==> src/posi_pkg.sv <==
// shared codes and geometry; modes other than 1, 10 and 26 are legal and predict as DC
`default_nettype none

package posi_pkg;

  //------------------------------
  // block size code, edge = 4 << code
  typedef enum logic [1:0] {
    SIZE_04 = 2'd0,
    SIZE_08 = 2'd1,
    SIZE_16 = 2'd2,
    SIZE_32 = 2'd3
  } blk_size_e;

  // only three modes are implemented
  typedef enum logic [5:0] {
    MODE_DC  = 6'd1,
    MODE_HOR = 6'd10,
    MODE_VER = 6'd26
  } pred_mode_e;

  typedef enum logic {
    IDLE = 1'b0,
    BUSY = 1'b1
  } ctrl_state_e;

  //------------------------------
  // reference pixels per side
  localparam int REF_NUM = 32;

  // sub-block edge
  localparam int SUB_DIM = 4;

  // issue to data out
  localparam int PIPE_DELAY = 3;

endpackage

`default_nettype wire

==> src/pred_ref_if.sv <==
// fill-stage inputs; all four fields are valid in the same cycle, no handshake
`timescale 1ns/1ps
`default_nettype none

interface pred_ref_if
  import posi_pkg::*;
#(
  parameter int PIXEL_WIDTH = 8
) ();

  // pixel 0 in the msb
  logic [SUB_DIM*PIXEL_WIDTH-1:0] top_pix;
  logic [SUB_DIM*PIXEL_WIDTH-1:0] left_pix;
  pred_mode_e                     mode;
  logic [PIXEL_WIDTH-1:0]         dc_pix;

  modport sel (output top_pix, output left_pix, output mode);

  modport dc (output dc_pix);

  modport fill (input top_pix, input left_pix, input mode, input dc_pix);

endinterface

`default_nettype wire

==> src/dc_calc.sv <==
// dc over the first S top and S left references, recomputed every issued sub-block
`timescale 1ns/1ps
`default_nettype none

module dc_calc
  import posi_pkg::*;
#(
  parameter int PIXEL_WIDTH = 8
) (
  input  wire logic                           clk,
  input  wire logic                           rstn,
  input  blk_size_e                           size_i,
  input  wire logic [REF_NUM*PIXEL_WIDTH-1:0] ref_t_i,
  input  wire logic [REF_NUM*PIXEL_WIDTH-1:0] ref_l_i,
  pred_ref_if.dc                              ref_o
);

  // 64 pixels at most, plus the rounding term
  localparam int SUM_W = PIXEL_WIDTH + 6;

  logic [5:0]       blk_len;
  logic [SUM_W-1:0] sum_d;
  logic [SUM_W-1:0] sum_q;
  blk_size_e        size_q;
  logic [5:0]       len_q;
  logic [2:0]       dc_shift;
  logic [SUM_W-1:0] dc_full;

  assign blk_len = 6'(SUB_DIM) << size_i;

  always_comb begin
    sum_d = '0;
    for (int k = 0; k < REF_NUM; k++) begin
      if (k < int'(blk_len)) begin
        sum_d = sum_d
              + SUM_W'(ref_t_i[(REF_NUM - 1 - k) * PIXEL_WIDTH +: PIXEL_WIDTH])
              + SUM_W'(ref_l_i[(REF_NUM - 1 - k) * PIXEL_WIDTH +: PIXEL_WIDTH]);
      end
    end
  end

  //------------------------------
  // stage 1, sum
  always_ff @(posedge clk or negedge rstn) begin
    if (!rstn) begin
      sum_q  <= '0;
      size_q <= SIZE_04;
    end else begin
      sum_q  <= sum_d;
      size_q <= size_i;
    end
  end

  // round and divide by 2S
  assign len_q    = 6'(SUB_DIM) << size_q;
  assign dc_shift = {1'b0, size_q} + 3'd3;
  assign dc_full  = (sum_q + SUM_W'(len_q)) >> dc_shift;

  // stage 2
  always_ff @(posedge clk or negedge rstn) begin
    if (!rstn) begin
      ref_o.dc_pix <= '0;
    end else begin
      ref_o.dc_pix <= dc_full[PIXEL_WIDTH-1:0];
    end
  end

endmodule

`default_nettype wire

==> src/info_delay.sv <==
// position must be aligned to the block size, otherwise the or of the offsets is wrong
`timescale 1ns/1ps
`default_nettype none

module info_delay
  import posi_pkg::*;
(
  input  wire logic       clk,
  input  wire logic       rstn,
  input  wire logic       issue_i,
  input  wire logic [2:0] sub_x_i,
  input  wire logic [2:0] sub_y_i,
  input  pred_mode_e      mode_i,
  input  blk_size_e       size_i,
  input  wire logic [7:0] position_i,
  output logic            val_ahd_o,
  output logic [3:0]      idx_x_ahd_o,
  output logic [3:0]      idx_y_ahd_o,
  output logic            val_o,
  output pred_mode_e      mode_o,
  output blk_size_e       size_o,
  output logic [7:0]      position_o
);

  logic [3:0] idx_x_d;
  logic [3:0] idx_y_d;

  logic [PIPE_DELAY-1:0]      val_q;
  logic [PIPE_DELAY-2:0][3:0] idx_x_q;
  logic [PIPE_DELAY-2:0][3:0] idx_y_q;
  logic [PIPE_DELAY-1:0][5:0] mode_q;
  logic [PIPE_DELAY-1:0][1:0] size_q;
  logic [PIPE_DELAY-1:0][7:0] pos_q;

  // block index from the interleaved position, plus the sub-block offset
  assign idx_x_d = {position_i[6], position_i[4], position_i[2], position_i[0]}
                 | {1'b0, sub_x_i};
  assign idx_y_d = {position_i[7], position_i[5], position_i[3], position_i[1]}
                 | {1'b0, sub_y_i};

  //------------------------------
  // shift lines
  always_ff @(posedge clk or negedge rstn) begin
    if (!rstn) begin
      val_q   <= '0;
      idx_x_q <= '0;
      idx_y_q <= '0;
      mode_q  <= '0;
      size_q  <= '0;
      pos_q   <= '0;
    end else begin
      val_q   <= {val_q[PIPE_DELAY-2:0], issue_i};
      idx_x_q <= {idx_x_q[PIPE_DELAY-3:0], idx_x_d};
      idx_y_q <= {idx_y_q[PIPE_DELAY-3:0], idx_y_d};
      mode_q  <= {mode_q[PIPE_DELAY-2:0], 6'(mode_i)};
      size_q  <= {size_q[PIPE_DELAY-2:0], 2'(size_i)};
      pos_q   <= {pos_q[PIPE_DELAY-2:0], position_i};
    end
  end

  // look-ahead tap, one cycle before the data
  assign val_ahd_o   = val_q[PIPE_DELAY-2];
  assign idx_x_ahd_o = idx_x_q[PIPE_DELAY-2];
  assign idx_y_ahd_o = idx_y_q[PIPE_DELAY-2];

  // data tap
  assign val_o      = val_q[PIPE_DELAY-1];
  assign mode_o     = pred_mode_e'(mode_q[PIPE_DELAY-1]);
  assign size_o     = blk_size_e'(size_q[PIPE_DELAY-1]);
  assign position_o = pos_q[PIPE_DELAY-1];

endmodule

`default_nettype wire

==> src/posi_prediction.sv <==
// no back-pressure: val_o data must be taken; cfg and refs hold until the last issue
`timescale 1ns/1ps
`default_nettype none

module posi_prediction
  import posi_pkg::*;
#(
  parameter int PIXEL_WIDTH = 8
) (
  input  wire logic                           clk,
  input  wire logic                           rstn,
  input  wire logic                           start_i,
  input  wire logic [5:0]                     mode_i,
  input  wire logic [1:0]                     size_i,
  input  wire logic [7:0]                     position_i,
  input  wire logic [REF_NUM*PIXEL_WIDTH-1:0] dat_ref_t_i,
  input  wire logic [REF_NUM*PIXEL_WIDTH-1:0] dat_ref_l_i,
  output logic                                val_ahd_o,
  output logic [3:0]                          idx_4x4_x_ahd_o,
  output logic [3:0]                          idx_4x4_y_ahd_o,
  output logic [5:0]                          mode_o,
  output logic [1:0]                          size_o,
  output logic [7:0]                          position_o,
  output logic                                val_o,
  output logic [SUB_DIM*SUB_DIM*PIXEL_WIDTH-1:0] dat_pre_o
);

  logic       issue;
  logic [2:0] sub_x;
  logic [2:0] sub_y;

  pred_ref_if #(.PIXEL_WIDTH(PIXEL_WIDTH)) pred_ref ();

  //------------------------------
  // control
  pred_ctrl pred_ctrl_i (
    .clk     (clk),
    .rstn    (rstn),
    .start_i (start_i),
    .size_i  (blk_size_e'(size_i)),
    .issue_o (issue),
    .sub_x_o (sub_x),
    .sub_y_o (sub_y)
  );

  //------------------------------
  // datapath
  ref_select #(.PIXEL_WIDTH(PIXEL_WIDTH)) ref_select_i (
    .clk     (clk),
    .rstn    (rstn),
    .sub_x_i (sub_x),
    .sub_y_i (sub_y),
    .mode_i  (pred_mode_e'(mode_i)),
    .ref_t_i (dat_ref_t_i),
    .ref_l_i (dat_ref_l_i),
    .ref_o   (pred_ref.sel)
  );

  dc_calc #(.PIXEL_WIDTH(PIXEL_WIDTH)) dc_calc_i (
    .clk     (clk),
    .rstn    (rstn),
    .size_i  (blk_size_e'(size_i)),
    .ref_t_i (dat_ref_t_i),
    .ref_l_i (dat_ref_l_i),
    .ref_o   (pred_ref.dc)
  );

  pred_fill #(.PIXEL_WIDTH(PIXEL_WIDTH)) pred_fill_i (
    .clk    (clk),
    .rstn   (rstn),
    .ref_i  (pred_ref.fill),
    .pred_o (dat_pre_o)
  );

  // valid, look-ahead and cfg alongside the data
  info_delay info_delay_i (
    .clk         (clk),
    .rstn        (rstn),
    .issue_i     (issue),
    .sub_x_i     (sub_x),
    .sub_y_i     (sub_y),
    .mode_i      (pred_mode_e'(mode_i)),
    .size_i      (blk_size_e'(size_i)),
    .position_i  (position_i),
    .val_ahd_o   (val_ahd_o),
    .idx_x_ahd_o (idx_4x4_x_ahd_o),
    .idx_y_ahd_o (idx_4x4_y_ahd_o),
    .val_o       (val_o),
    .mode_o      (mode_o),
    .size_o      (size_o),
    .position_o  (position_o)
  );

endmodule

`default_nettype wire

==> src/pred_ctrl.sv <==
// size_i must hold until the last sub-block is issued; start_i while busy is ignored
`timescale 1ns/1ps
`default_nettype none

module pred_ctrl
  import posi_pkg::*;
(
  input  wire logic       clk,
  input  wire logic       rstn,
  input  wire logic       start_i,
  input  blk_size_e       size_i,
  output logic            issue_o,
  output logic [2:0]      sub_x_o,
  output logic [2:0]      sub_y_o
);

  ctrl_state_e state_q;
  ctrl_state_e state_d;
  logic [5:0]  cnt_q;
  logic [5:0]  cnt_last;
  logic        cnt_done;

  assign issue_o = start_i | (state_q == BUSY);

  // last count of the block, n - 1
  always_comb begin
    case (size_i)
      SIZE_04: cnt_last = 6'd0;
      SIZE_08: cnt_last = 6'd3;
      SIZE_16: cnt_last = 6'd15;
      default: cnt_last = 6'd63;
    endcase
  end

  assign cnt_done = (cnt_q == cnt_last);

  //------------------------------
  // sequencer
  always_comb begin
    state_d = state_q;
    case (state_q)
      IDLE: begin
        // a single sub-block finishes in the start cycle
        if (start_i && !cnt_done) begin
          state_d = BUSY;
        end
      end
      default: begin
        if (cnt_done) begin
          state_d = IDLE;
        end
      end
    endcase
  end

  always_ff @(posedge clk or negedge rstn) begin
    if (!rstn) begin
      state_q <= IDLE;
    end else begin
      state_q <= state_d;
    end
  end

  // sub-block counter
  always_ff @(posedge clk or negedge rstn) begin
    if (!rstn) begin
      cnt_q <= 6'd0;
    end else if (issue_o && !cnt_done) begin
      cnt_q <= cnt_q + 6'd1;
    end else begin
      cnt_q <= 6'd0;
    end
  end

  // z-order, even bits x and odd bits y
  assign sub_x_o = {cnt_q[4], cnt_q[2], cnt_q[0]};
  assign sub_y_o = {cnt_q[5], cnt_q[3], cnt_q[1]};

endmodule

`default_nettype wire

==> src/pred_fill.sv <==
// no edge filtering; any mode other than horizontal or vertical fills with dc
`timescale 1ns/1ps
`default_nettype none

module pred_fill
  import posi_pkg::*;
#(
  parameter int PIXEL_WIDTH = 8
) (
  input  wire logic                                   clk,
  input  wire logic                                   rstn,
  pred_ref_if.fill                                    ref_i,
  output logic [SUB_DIM*SUB_DIM*PIXEL_WIDTH-1:0]      pred_o
);

  localparam int PIX_NUM = SUB_DIM * SUB_DIM;

  logic [PIX_NUM*PIXEL_WIDTH-1:0] pred_d;

  // row 0 col 0 in the msb, row major
  always_comb begin
    pred_d = '0;
    for (int r = 0; r < SUB_DIM; r++) begin
      for (int c = 0; c < SUB_DIM; c++) begin
        case (ref_i.mode)
          MODE_VER: begin
            pred_d[(PIX_NUM - 1 - (r * SUB_DIM + c)) * PIXEL_WIDTH +: PIXEL_WIDTH] =
              ref_i.top_pix[(SUB_DIM - 1 - c) * PIXEL_WIDTH +: PIXEL_WIDTH];
          end
          MODE_HOR: begin
            pred_d[(PIX_NUM - 1 - (r * SUB_DIM + c)) * PIXEL_WIDTH +: PIXEL_WIDTH] =
              ref_i.left_pix[(SUB_DIM - 1 - r) * PIXEL_WIDTH +: PIXEL_WIDTH];
          end
          default: begin
            pred_d[(PIX_NUM - 1 - (r * SUB_DIM + c)) * PIXEL_WIDTH +: PIXEL_WIDTH] =
              ref_i.dc_pix;
          end
        endcase
      end
    end
  end

  always_ff @(posedge clk or negedge rstn) begin
    if (!rstn) begin
      pred_o <= '0;
    end else begin
      pred_o <= pred_d;
    end
  end

endmodule

`default_nettype wire

==> src/ref_select.sv <==
// references must hold while the block issues; output lags the issue by two cycles
`timescale 1ns/1ps
`default_nettype none

module ref_select
  import posi_pkg::*;
#(
  parameter int PIXEL_WIDTH = 8
) (
  input  wire logic                           clk,
  input  wire logic                           rstn,
  input  wire logic [2:0]                     sub_x_i,
  input  wire logic [2:0]                     sub_y_i,
  input  pred_mode_e                          mode_i,
  input  wire logic [REF_NUM*PIXEL_WIDTH-1:0] ref_t_i,
  input  wire logic [REF_NUM*PIXEL_WIDTH-1:0] ref_l_i,
  pred_ref_if.sel                             ref_o
);

  localparam int SEL_W = SUB_DIM * PIXEL_WIDTH;

  logic [SEL_W-1:0] top_d;
  logic [SEL_W-1:0] left_d;
  logic [SEL_W-1:0] top_q;
  logic [SEL_W-1:0] left_q;
  pred_mode_e       mode_q;

  // index 0 is the msb pixel, so group g sits g groups below the top
  assign top_d  = ref_t_i[(REF_NUM - SUB_DIM * (int'(sub_x_i) + 1)) * PIXEL_WIDTH +: SEL_W];
  assign left_d = ref_l_i[(REF_NUM - SUB_DIM * (int'(sub_y_i) + 1)) * PIXEL_WIDTH +: SEL_W];

  //------------------------------
  // stage 1
  always_ff @(posedge clk or negedge rstn) begin
    if (!rstn) begin
      top_q  <= '0;
      left_q <= '0;
      mode_q <= pred_mode_e'(6'd0);
    end else begin
      top_q  <= top_d;
      left_q <= left_d;
      mode_q <= mode_i;
    end
  end

  // stage 2, lines up with the dc result
  always_ff @(posedge clk or negedge rstn) begin
    if (!rstn) begin
      ref_o.top_pix  <= '0;
      ref_o.left_pix <= '0;
      ref_o.mode     <= pred_mode_e'(6'd0);
    end else begin
      ref_o.top_pix  <= top_q;
      ref_o.left_pix <= left_q;
      ref_o.mode     <= mode_q;
    end
  end

endmodule

`default_nettype wire

==> config.mk <==
export PLATFORM = sky130hd
export DESIGN_NAME = posi_prediction
export DESIGN_NICKNAME = d
export VERILOG_FILES = /design/src/posi_pkg.sv /design/src/pred_ref_if.sv /design/src/dc_calc.sv /design/src/info_delay.sv /design/src/posi_prediction.sv /design/src/pred_ctrl.sv /design/src/pred_fill.sv /design/src/ref_select.sv
export SDC_FILE = /design/constraint.sdc
export NUM_CORES = 2
export LEC_CHECK = 0
export ABC_CLOCK_PERIOD_IN_PS = 9100
export BUFFER_PORTS_ARGS = -buffer_cell sky130_fd_sc_hd__buf_2
export CAP_MARGIN = 10
export CORE_MARGIN = 2
export CORE_UTILIZATION = 37
export DETAILED_ROUTE_END_ITERATION = 7
export SLEW_MARGIN = 10
export SYNTH_ARGS = -nofsm -noshare
export SYNTH_HDL_FRONTEND = slang
export SYNTH_SLANG_ARGS = --single-unit
==> constraint.sdc <==
create_clock -name clk -period 9.1 [get_ports clk]
set_input_delay 0.91 -clock clk [delete_from_list [all_inputs] [get_ports clk]]
set_output_delay 0.91 -clock clk [all_outputs]
set_load 0.01 [all_outputs]
# After elaboration in Yosys (flattened, before gate mapping)
# Cells that the tools add are included.
[word_totals]
reg_bits = 352
inputBits = 531
out_inout_bits = 154
elab_cells = 195
[classes]
addsub = 70
magnitude_cmp = 32
n_eq_ne = 5
n_shift = 5
muxes = 53
n_bitwise = 3
reduce_logical = 4
[op_table]
columns = ["operator", "count"]
rows = [
  ["adder 14 x 8 -> 14 bit", 62],
  ["variable part select 256 x 32 -> 32 bit", 2],
  ["2-to-1 mux 14 bit", 32],
  ["case mux 8 bit (2 select lines)", 16],
  ["< comparator 5 x 6 -> 1 bit, first input constant", 16],
  ["subtractor 7 x 29 -> 29 bit, first input constant", 2],
  ["< comparator 4 x 6 -> 1 bit, first input constant", 8],
  ["< comparator 3 x 6 -> 1 bit, first input constant", 4],
  ["case mux 6 bit (3 select lines)", 1],
  ["adder 14 x 6 -> 14 bit", 1],
  ["right shift 14 x 3 -> 8 bit", 1],
  ["< comparator 1 x 6 -> 1 bit, first input constant", 2],
  ["< comparator 2 x 6 -> 1 bit, first input constant", 2],
  ["left shift 3 x 2 -> 6 bit, first input constant", 2],
  ["adder 8 x 8 -> 9 bit", 1],
  ["adder 3 x 1 -> 4 bit, second input constant", 2],
  ["bitwise OR 4 x 3 -> 4 bit", 2],
  ["adder 6 x 1 -> 6 bit, second input constant", 1],
  ["== test 6 x 4 -> 1 bit, second input constant", 1],
  ["== test 6 x 5 -> 1 bit, second input constant", 1],
  ["== test 6 bit", 1],
  ["2-to-1 mux 6 bit", 1],
  ["adder 2 x 2 -> 3 bit, second input constant", 1],
  ["2-to-1 mux 1 bit", 3],
  ["other kinds (6)", 7],
]

# Logic depth before layout (Yosys ltp)
[depth]
ltp_word = 96
ltp_mapped = 182
ltp_nobuf = 182

# Modules after synthesis
# From an unflattened synthesis, not the netlist that was laid out.
[hier_totals]
hier_cells = 3851
area_unflattened_um2 = 37687.4
[by_module_without_submodules]
columns = ["mod", "n_inst", "cells_per_inst", "area_each_um2", "seq_area_each_um2"]
rows = [
  ["dc_calc", 1, 2824, 22701.8, 550.5],
  ["ref_select", 1, 530, 7997.7, 3503.4],
  ["pred_fill", 1, 370, 4818.4, 3203.1],
  ["info_delay", 1, 93, 1794.2, 1576.5],
  ["pred_ctrl", 1, 34, 375.4, 175.2],
]

# Least setup slack after synthesis
# No wires, ideal clock.
[synth_timing]
path_kind = "input -> register"
from = "input port dat_ref_t_i[248]"
to = "register dc_calc_i.sum_q[13]"
setup_time_ns = 0.134
arrival_time_ns = 40.450
t_required_ns = 8.966
setup_slack_ns = -31.483
stages = 174
n_path_buf = 0
path_cell_list = "ha_1 fa_1 inv_1 fa_1 inv_1 ha_1 inv_1 fa_1 inv_1 fa_1 inv_1 fa_1 nand2b_1 a21oi_1 xor2_1 fa_1 ha_1 xnor2_1 [... 138 more ...] fa_1 inv_1 ha_1 nor2b_1 o31a_1 fa_1 inv_1 ha_1 a21o_1 a21oi_1 nor2_1 o21ai_0 a21oi_1 a21oi_1 o31ai_1 o2bb2ai_1 mux2i_1 xnor3_1"
[synth_between]
elab_chain_len = 95
[synth_lines]
columns = ["element", "line_no", "text"]
rows = [
  ["start: declaration", "posi_prediction.sv:16", "input wire logic [REF_NUM*PIXEL_WIDTH-1:0] dat_ref_t_i,"],
  ["adder 8 x 8 -> 9 bit (*)", "dc_calc.sv:37", "+ SUM_W'(ref_l_i[(REF_NUM - 1 - k) * PIXEL_WIDTH +: PIXEL_WIDTH]);"],
  ["2-to-1 mux 14 bit (*)", "dc_calc.sv:34", "if (k < int'(blk_len)) begin"],
  ["adder 14 x 8 -> 14 bit", "dc_calc.sv:36", "+ SUM_W'(ref_t_i[(REF_NUM - 1 - k) * PIXEL_WIDTH +: PIXEL_WIDTH])"],
  ["adder 14 x 8 -> 14 bit", "dc_calc.sv:37", ""],
  ["2-to-1 mux 14 bit (*)", "dc_calc.sv:34", ""],
  ["adder 14 x 8 -> 14 bit", "dc_calc.sv:36", ""],
  ["adder 14 x 8 -> 14 bit", "dc_calc.sv:37", ""],
  ["2-to-1 mux 14 bit (*)", "dc_calc.sv:34", ""],
  ["[... 80 more ...]", "--", ""],
  ["2-to-1 mux 14 bit (*)", "dc_calc.sv:34", ""],
  ["adder 14 x 8 -> 14 bit", "dc_calc.sv:36", ""],
  ["adder 14 x 8 -> 14 bit", "dc_calc.sv:37", ""],
  ["2-to-1 mux 14 bit (*)", "dc_calc.sv:34", ""],
  ["adder 14 x 8 -> 14 bit", "dc_calc.sv:36", ""],
  ["adder 14 x 8 -> 14 bit", "dc_calc.sv:37", ""],
  ["2-to-1 mux 14 bit (*)", "dc_calc.sv:34", ""],
  ["named net dc_calc_i.sum_d[13]", "dc_calc.sv:22", "logic [SUM_W-1:0] sum_d;"],
  ["end signal: assignment", "dc_calc.sv:49", "sum_q <= sum_d;"],
  ["end: declaration", "dc_calc.sv:23", "logic [SUM_W-1:0] sum_q;"],
]
# Mark *: on every way through the listed nets, which the timed path passes. The rest lies on a longest branch.

# Worst setup path in the final report
[layout_timing]
from = "input port dat_ref_l_i[248]"
to = "register dc_calc_i.sum_q[13]"
[layout_between]
elab_chain_len = 95
[layout_lines]
columns = ["element", "line_no", "text"]
rows = [
  ["start: declaration", "posi_prediction.sv:17", "input wire logic [REF_NUM*PIXEL_WIDTH-1:0] dat_ref_l_i,"],
  ["adder 8 x 8 -> 9 bit (*)", "dc_calc.sv:37", ""],
  ["2-to-1 mux 14 bit (*)", "dc_calc.sv:34", ""],
  ["adder 14 x 8 -> 14 bit", "dc_calc.sv:36", ""],
  ["adder 14 x 8 -> 14 bit", "dc_calc.sv:37", ""],
  ["2-to-1 mux 14 bit (*)", "dc_calc.sv:34", ""],
  ["adder 14 x 8 -> 14 bit", "dc_calc.sv:36", ""],
  ["adder 14 x 8 -> 14 bit", "dc_calc.sv:37", ""],
  ["2-to-1 mux 14 bit (*)", "dc_calc.sv:34", ""],
  ["[... 80 more ...]", "--", ""],
  ["2-to-1 mux 14 bit (*)", "dc_calc.sv:34", ""],
  ["adder 14 x 8 -> 14 bit", "dc_calc.sv:36", ""],
  ["adder 14 x 8 -> 14 bit", "dc_calc.sv:37", ""],
  ["2-to-1 mux 14 bit (*)", "dc_calc.sv:34", ""],
  ["adder 14 x 8 -> 14 bit", "dc_calc.sv:36", ""],
  ["adder 14 x 8 -> 14 bit", "dc_calc.sv:37", ""],
  ["2-to-1 mux 14 bit (*)", "dc_calc.sv:34", ""],
  ["named net dc_calc_i.sum_d[13]", "dc_calc.sv:22", ""],
]
# Marks and branches as above.

==> reports/results.txt <==
Status -> finished with violations
Failing checks -> negative setup slack
Post-synth top area share -> 23.5%
Synthesized net count -> 4,918
Pre-antenna DRT Iters -> 5
Slowest CP cell -> fa_2
RSZ-0062 raised after global routing -> true
Std cell rows -> 115
Final instance area -> 51,700 um^2
WL final -> 178,000 um
Min Clock Period, post-route -> 40.23 ns
Post-DRT Antenna Nets -> 0
Yosys cell types -> 104
Highest metal used -> met5
Synth Area per Inst -> 9.57 um^2
Met2 wire length -> 76,500 um
GRT Resource Usage Total -> 34.2%
Gr ovfl total -> 0
Critical Path Max Stage Delay -> 0.62 ns
DIE AREA -> 102,000 um^2
Htree depth -> 1
Crit Path Class -> input pin to flop
# IOs -> 685
Cell taking the most area after synthesis -> dfrtp_1
Final setup viols -> 12
Most used cell along the critical path -> ha_4
Wire per inst -> 26.8 um
PortBufs -> 684
Top cells by area, synth -> dfrtp_1 24%, fa_1 15%, ha_1 8.9%, mux4_2 7.4%, a21oi_1 5.3%
Nets -> 6,396
Initial antenna violation count -> 65
Core footprint -> 98,400 um^2
CTS sink cnt -> 346
Worst Setup End Kind -> flop
MaxCap Viol Count -> 0
Clk buf depth -> 3
First-pass GRT wire length -> 251,000 um
Flops & latches, synth -> 346
Die height -> 319 um
Starting density of the core -> 37.4%
Post-synthesis sequential area ratio -> 23.5%
Worst-margin pin slew -> 1.20 ns
Most frequent cell after synthesis -> inv_1
Fraction of layout cells with a size suffix above 1 -> 41.3%
Post-route insts no fill -> 6,652
Data arrival, critical path -> 40.70 ns
Max-slew headroom -> 19.9%
Area of the mapped netlist -> 36,800 um^2
Top cells by count, synth -> 466 x inv_1, 393 x a21oi_1, 346 x dfrtp_1
Final Skew -> 0.0246 ns
HP Class -> flop to flop
GPL Wtd Cong -> 1.00
TritonCTS buffer count -> 31
Clk pin slew, worst setup/hold paths -> 0.07 ns
Later-pin clock latency in the skew report -> 0.59 ns
Cells after Synth -> 3,845
Area growth syn-to-layout -> 40.6%
DP HPWL -> 152,000 um
Worst Path Required -> 9.57 ns
Root buf cell -> clkbuf_16
CTS tree -> yes
DR vias -> 36.2k
Pre-CTS setup slack -> -33.44 ns
DP Area -> 48,400 um^2
Setup ws final -> -31.13 ns
Die Wd -> 319 um
Largest net degree at the start of global routing -> 125
Vias in the first global route -> 36.2k
Met1 WL -> 72,200 um
Final hold vios -> 0
CTS Hold Bufs -> 0
DRC Markers -> 0
Vias per inst -> 5.45
Ys async rst share -> 100%
Nature of the critical path startpoint -> input pin
Crit Path Max Fanout -> 4
Fmax -> 24.9 MHz
Prevailing post-synth register cell -> dfrtp_1
WL met3 -> 14,900 um
Tcrit/Tclk final -> 442%
Number of DRC markers in iteration 0 -> 2,959
Dpl cells -> 6,522
Synth warnings -> 0
Slew Limit Fails -> 0
Post-synth EDFFs -> 0
registers in the layout, summed over array words and instances, names as in the netlist, 4 cells and up:
name / count
dc_calc_i.ref_o.dc_pix: 8
ref_select_i.ref_o.top_pix: 32
info_delay_i.position_o: 8
ref_select_i.top_q: 32
pred_fill_i.pred_o: 128
info_delay_i.mode_q: 12
dc_calc_i.sum_q: 12
info_delay_i.idx_y_q: 4
info_delay_i.size_q: 4
ref_select_i.left_q: 32
info_delay_i.mode_o: 6
info_delay_i.idx_y_ahd_o: 4
info_delay_i.pos_q: 14
ref_select_i.ref_o.left_pix: 32
pred_ctrl_i.cnt_q: 6
cell type report:
cell class	count	area, um^2
Timing Repair Buffer	1610	10500
Inverter	466	1760
Fill cell	9140	46700
Clock inverter	24	342
Antenna cell	17	42.5
Multi-Input combinational cell	2868	28000
Sequential cell	346	8670
Tap cell	1287	1610
Clock buffer	34	807
worst paths after layout:
path	from	end	slack, ns	depth (start not counted)
hold / removal	info_delay_i.val_q[0]	info_delay_i.val_q[1]	0.35	0
min in group asynchronous	rstn	pred_fill_i.pred_o[51]	0.39	1
hold reg to reg	info_delay_i.val_q[0]	info_delay_i.val_q[1]	0.35	0
setup / recovery	dat_ref_l_i[248]	dc_calc_i.sum_q[13]	-31.13	179
setup reg to reg	pred_ctrl_i.cnt_q[1]	ref_select_i.left_q[23]	4.95	6
max in group asynchronous	rstn	ref_select_i.ref_o.top_pix[10]	7.11	2
cells in the final DEF (no fill, tap or decap), types with 17 or more instances in the layout:
master,count
buf_2,680
a21o_1,129
a31oi_1,26
fa_1,262
dfrtp_1,342
xnor2_2,23
fa_2,18
o21ai_1,66
mux4_2,121
nand3_1,55
clkbuf_16,31
a21oi_2,47
nor2b_1,52
nor3_1,45
o21ai_0,140
a21oi_1,333
buf_4,916
and2_1,29
o21bai_1,37
xnor2_1,135
inv_1,425
nand2b_1,44
nand2_1,167
diode_2,17
ha_4,87
mux2i_1,94
o21ai_2,38
o21a_1,51
inv_2,36
nor2_1,233
xor2_1,85
ha_1,173
cells by family after synthesis:
| logic type | count (synthesis) | synth area share (%) |
|---|---|---|
| xor+xnor | 273 | 7.43 |
| compound gates | 1067 | 17.8 |
| buf+inv | 631 | 6.71 |
| fa+ha+maj | 544 | 24.2 |
| flops | 346 | 23.5 |
| simple gates | 759 | 9.98 |
| mux | 225 | 10.3 |
stage by stage:
step,hold slack [ns],setup TNS [ns],utilization [%]
after floorplan,0.331,-342.68,-
after global placement,0.331,-382.39,49.2
after detailed placement,0.335,-383.22,49.2
after CTS,0.346,-358.82,51.8
after global routing,0.350,-375.18,52.5
final,0.346,-361.21,52.5
routing by layer:
metal / GRT usage (%) / vias to the layer above
met1: 44.0 / 17800
met4: 21.6 / 64
li1: - / 16300
met3: 7.84 / 435
met2: 51.8 / 1636
met5: 0 / -
critical path, delay by kind of cell:
family,cells,cell delay [ns]
XOR/XNOR,11,1.65
AND/OR/NAND/NOR,16,1.58
buffers and inverters,18,1.61
AO/OA/AOI/OAI,68,9.15
multiplexers,1,0.14
adder cells (fa/ha/maj),65,25.57
what timing repair did:
action	in CTS	in global routing
setup endpoints to repair	12	12
gates resized for setup	181	137
pin swaps	177	81
buffers inserted	45	15
Power is not shown: default switching activity piles up to over one toggle a cycle in this logic, so the estimate is an artifact.
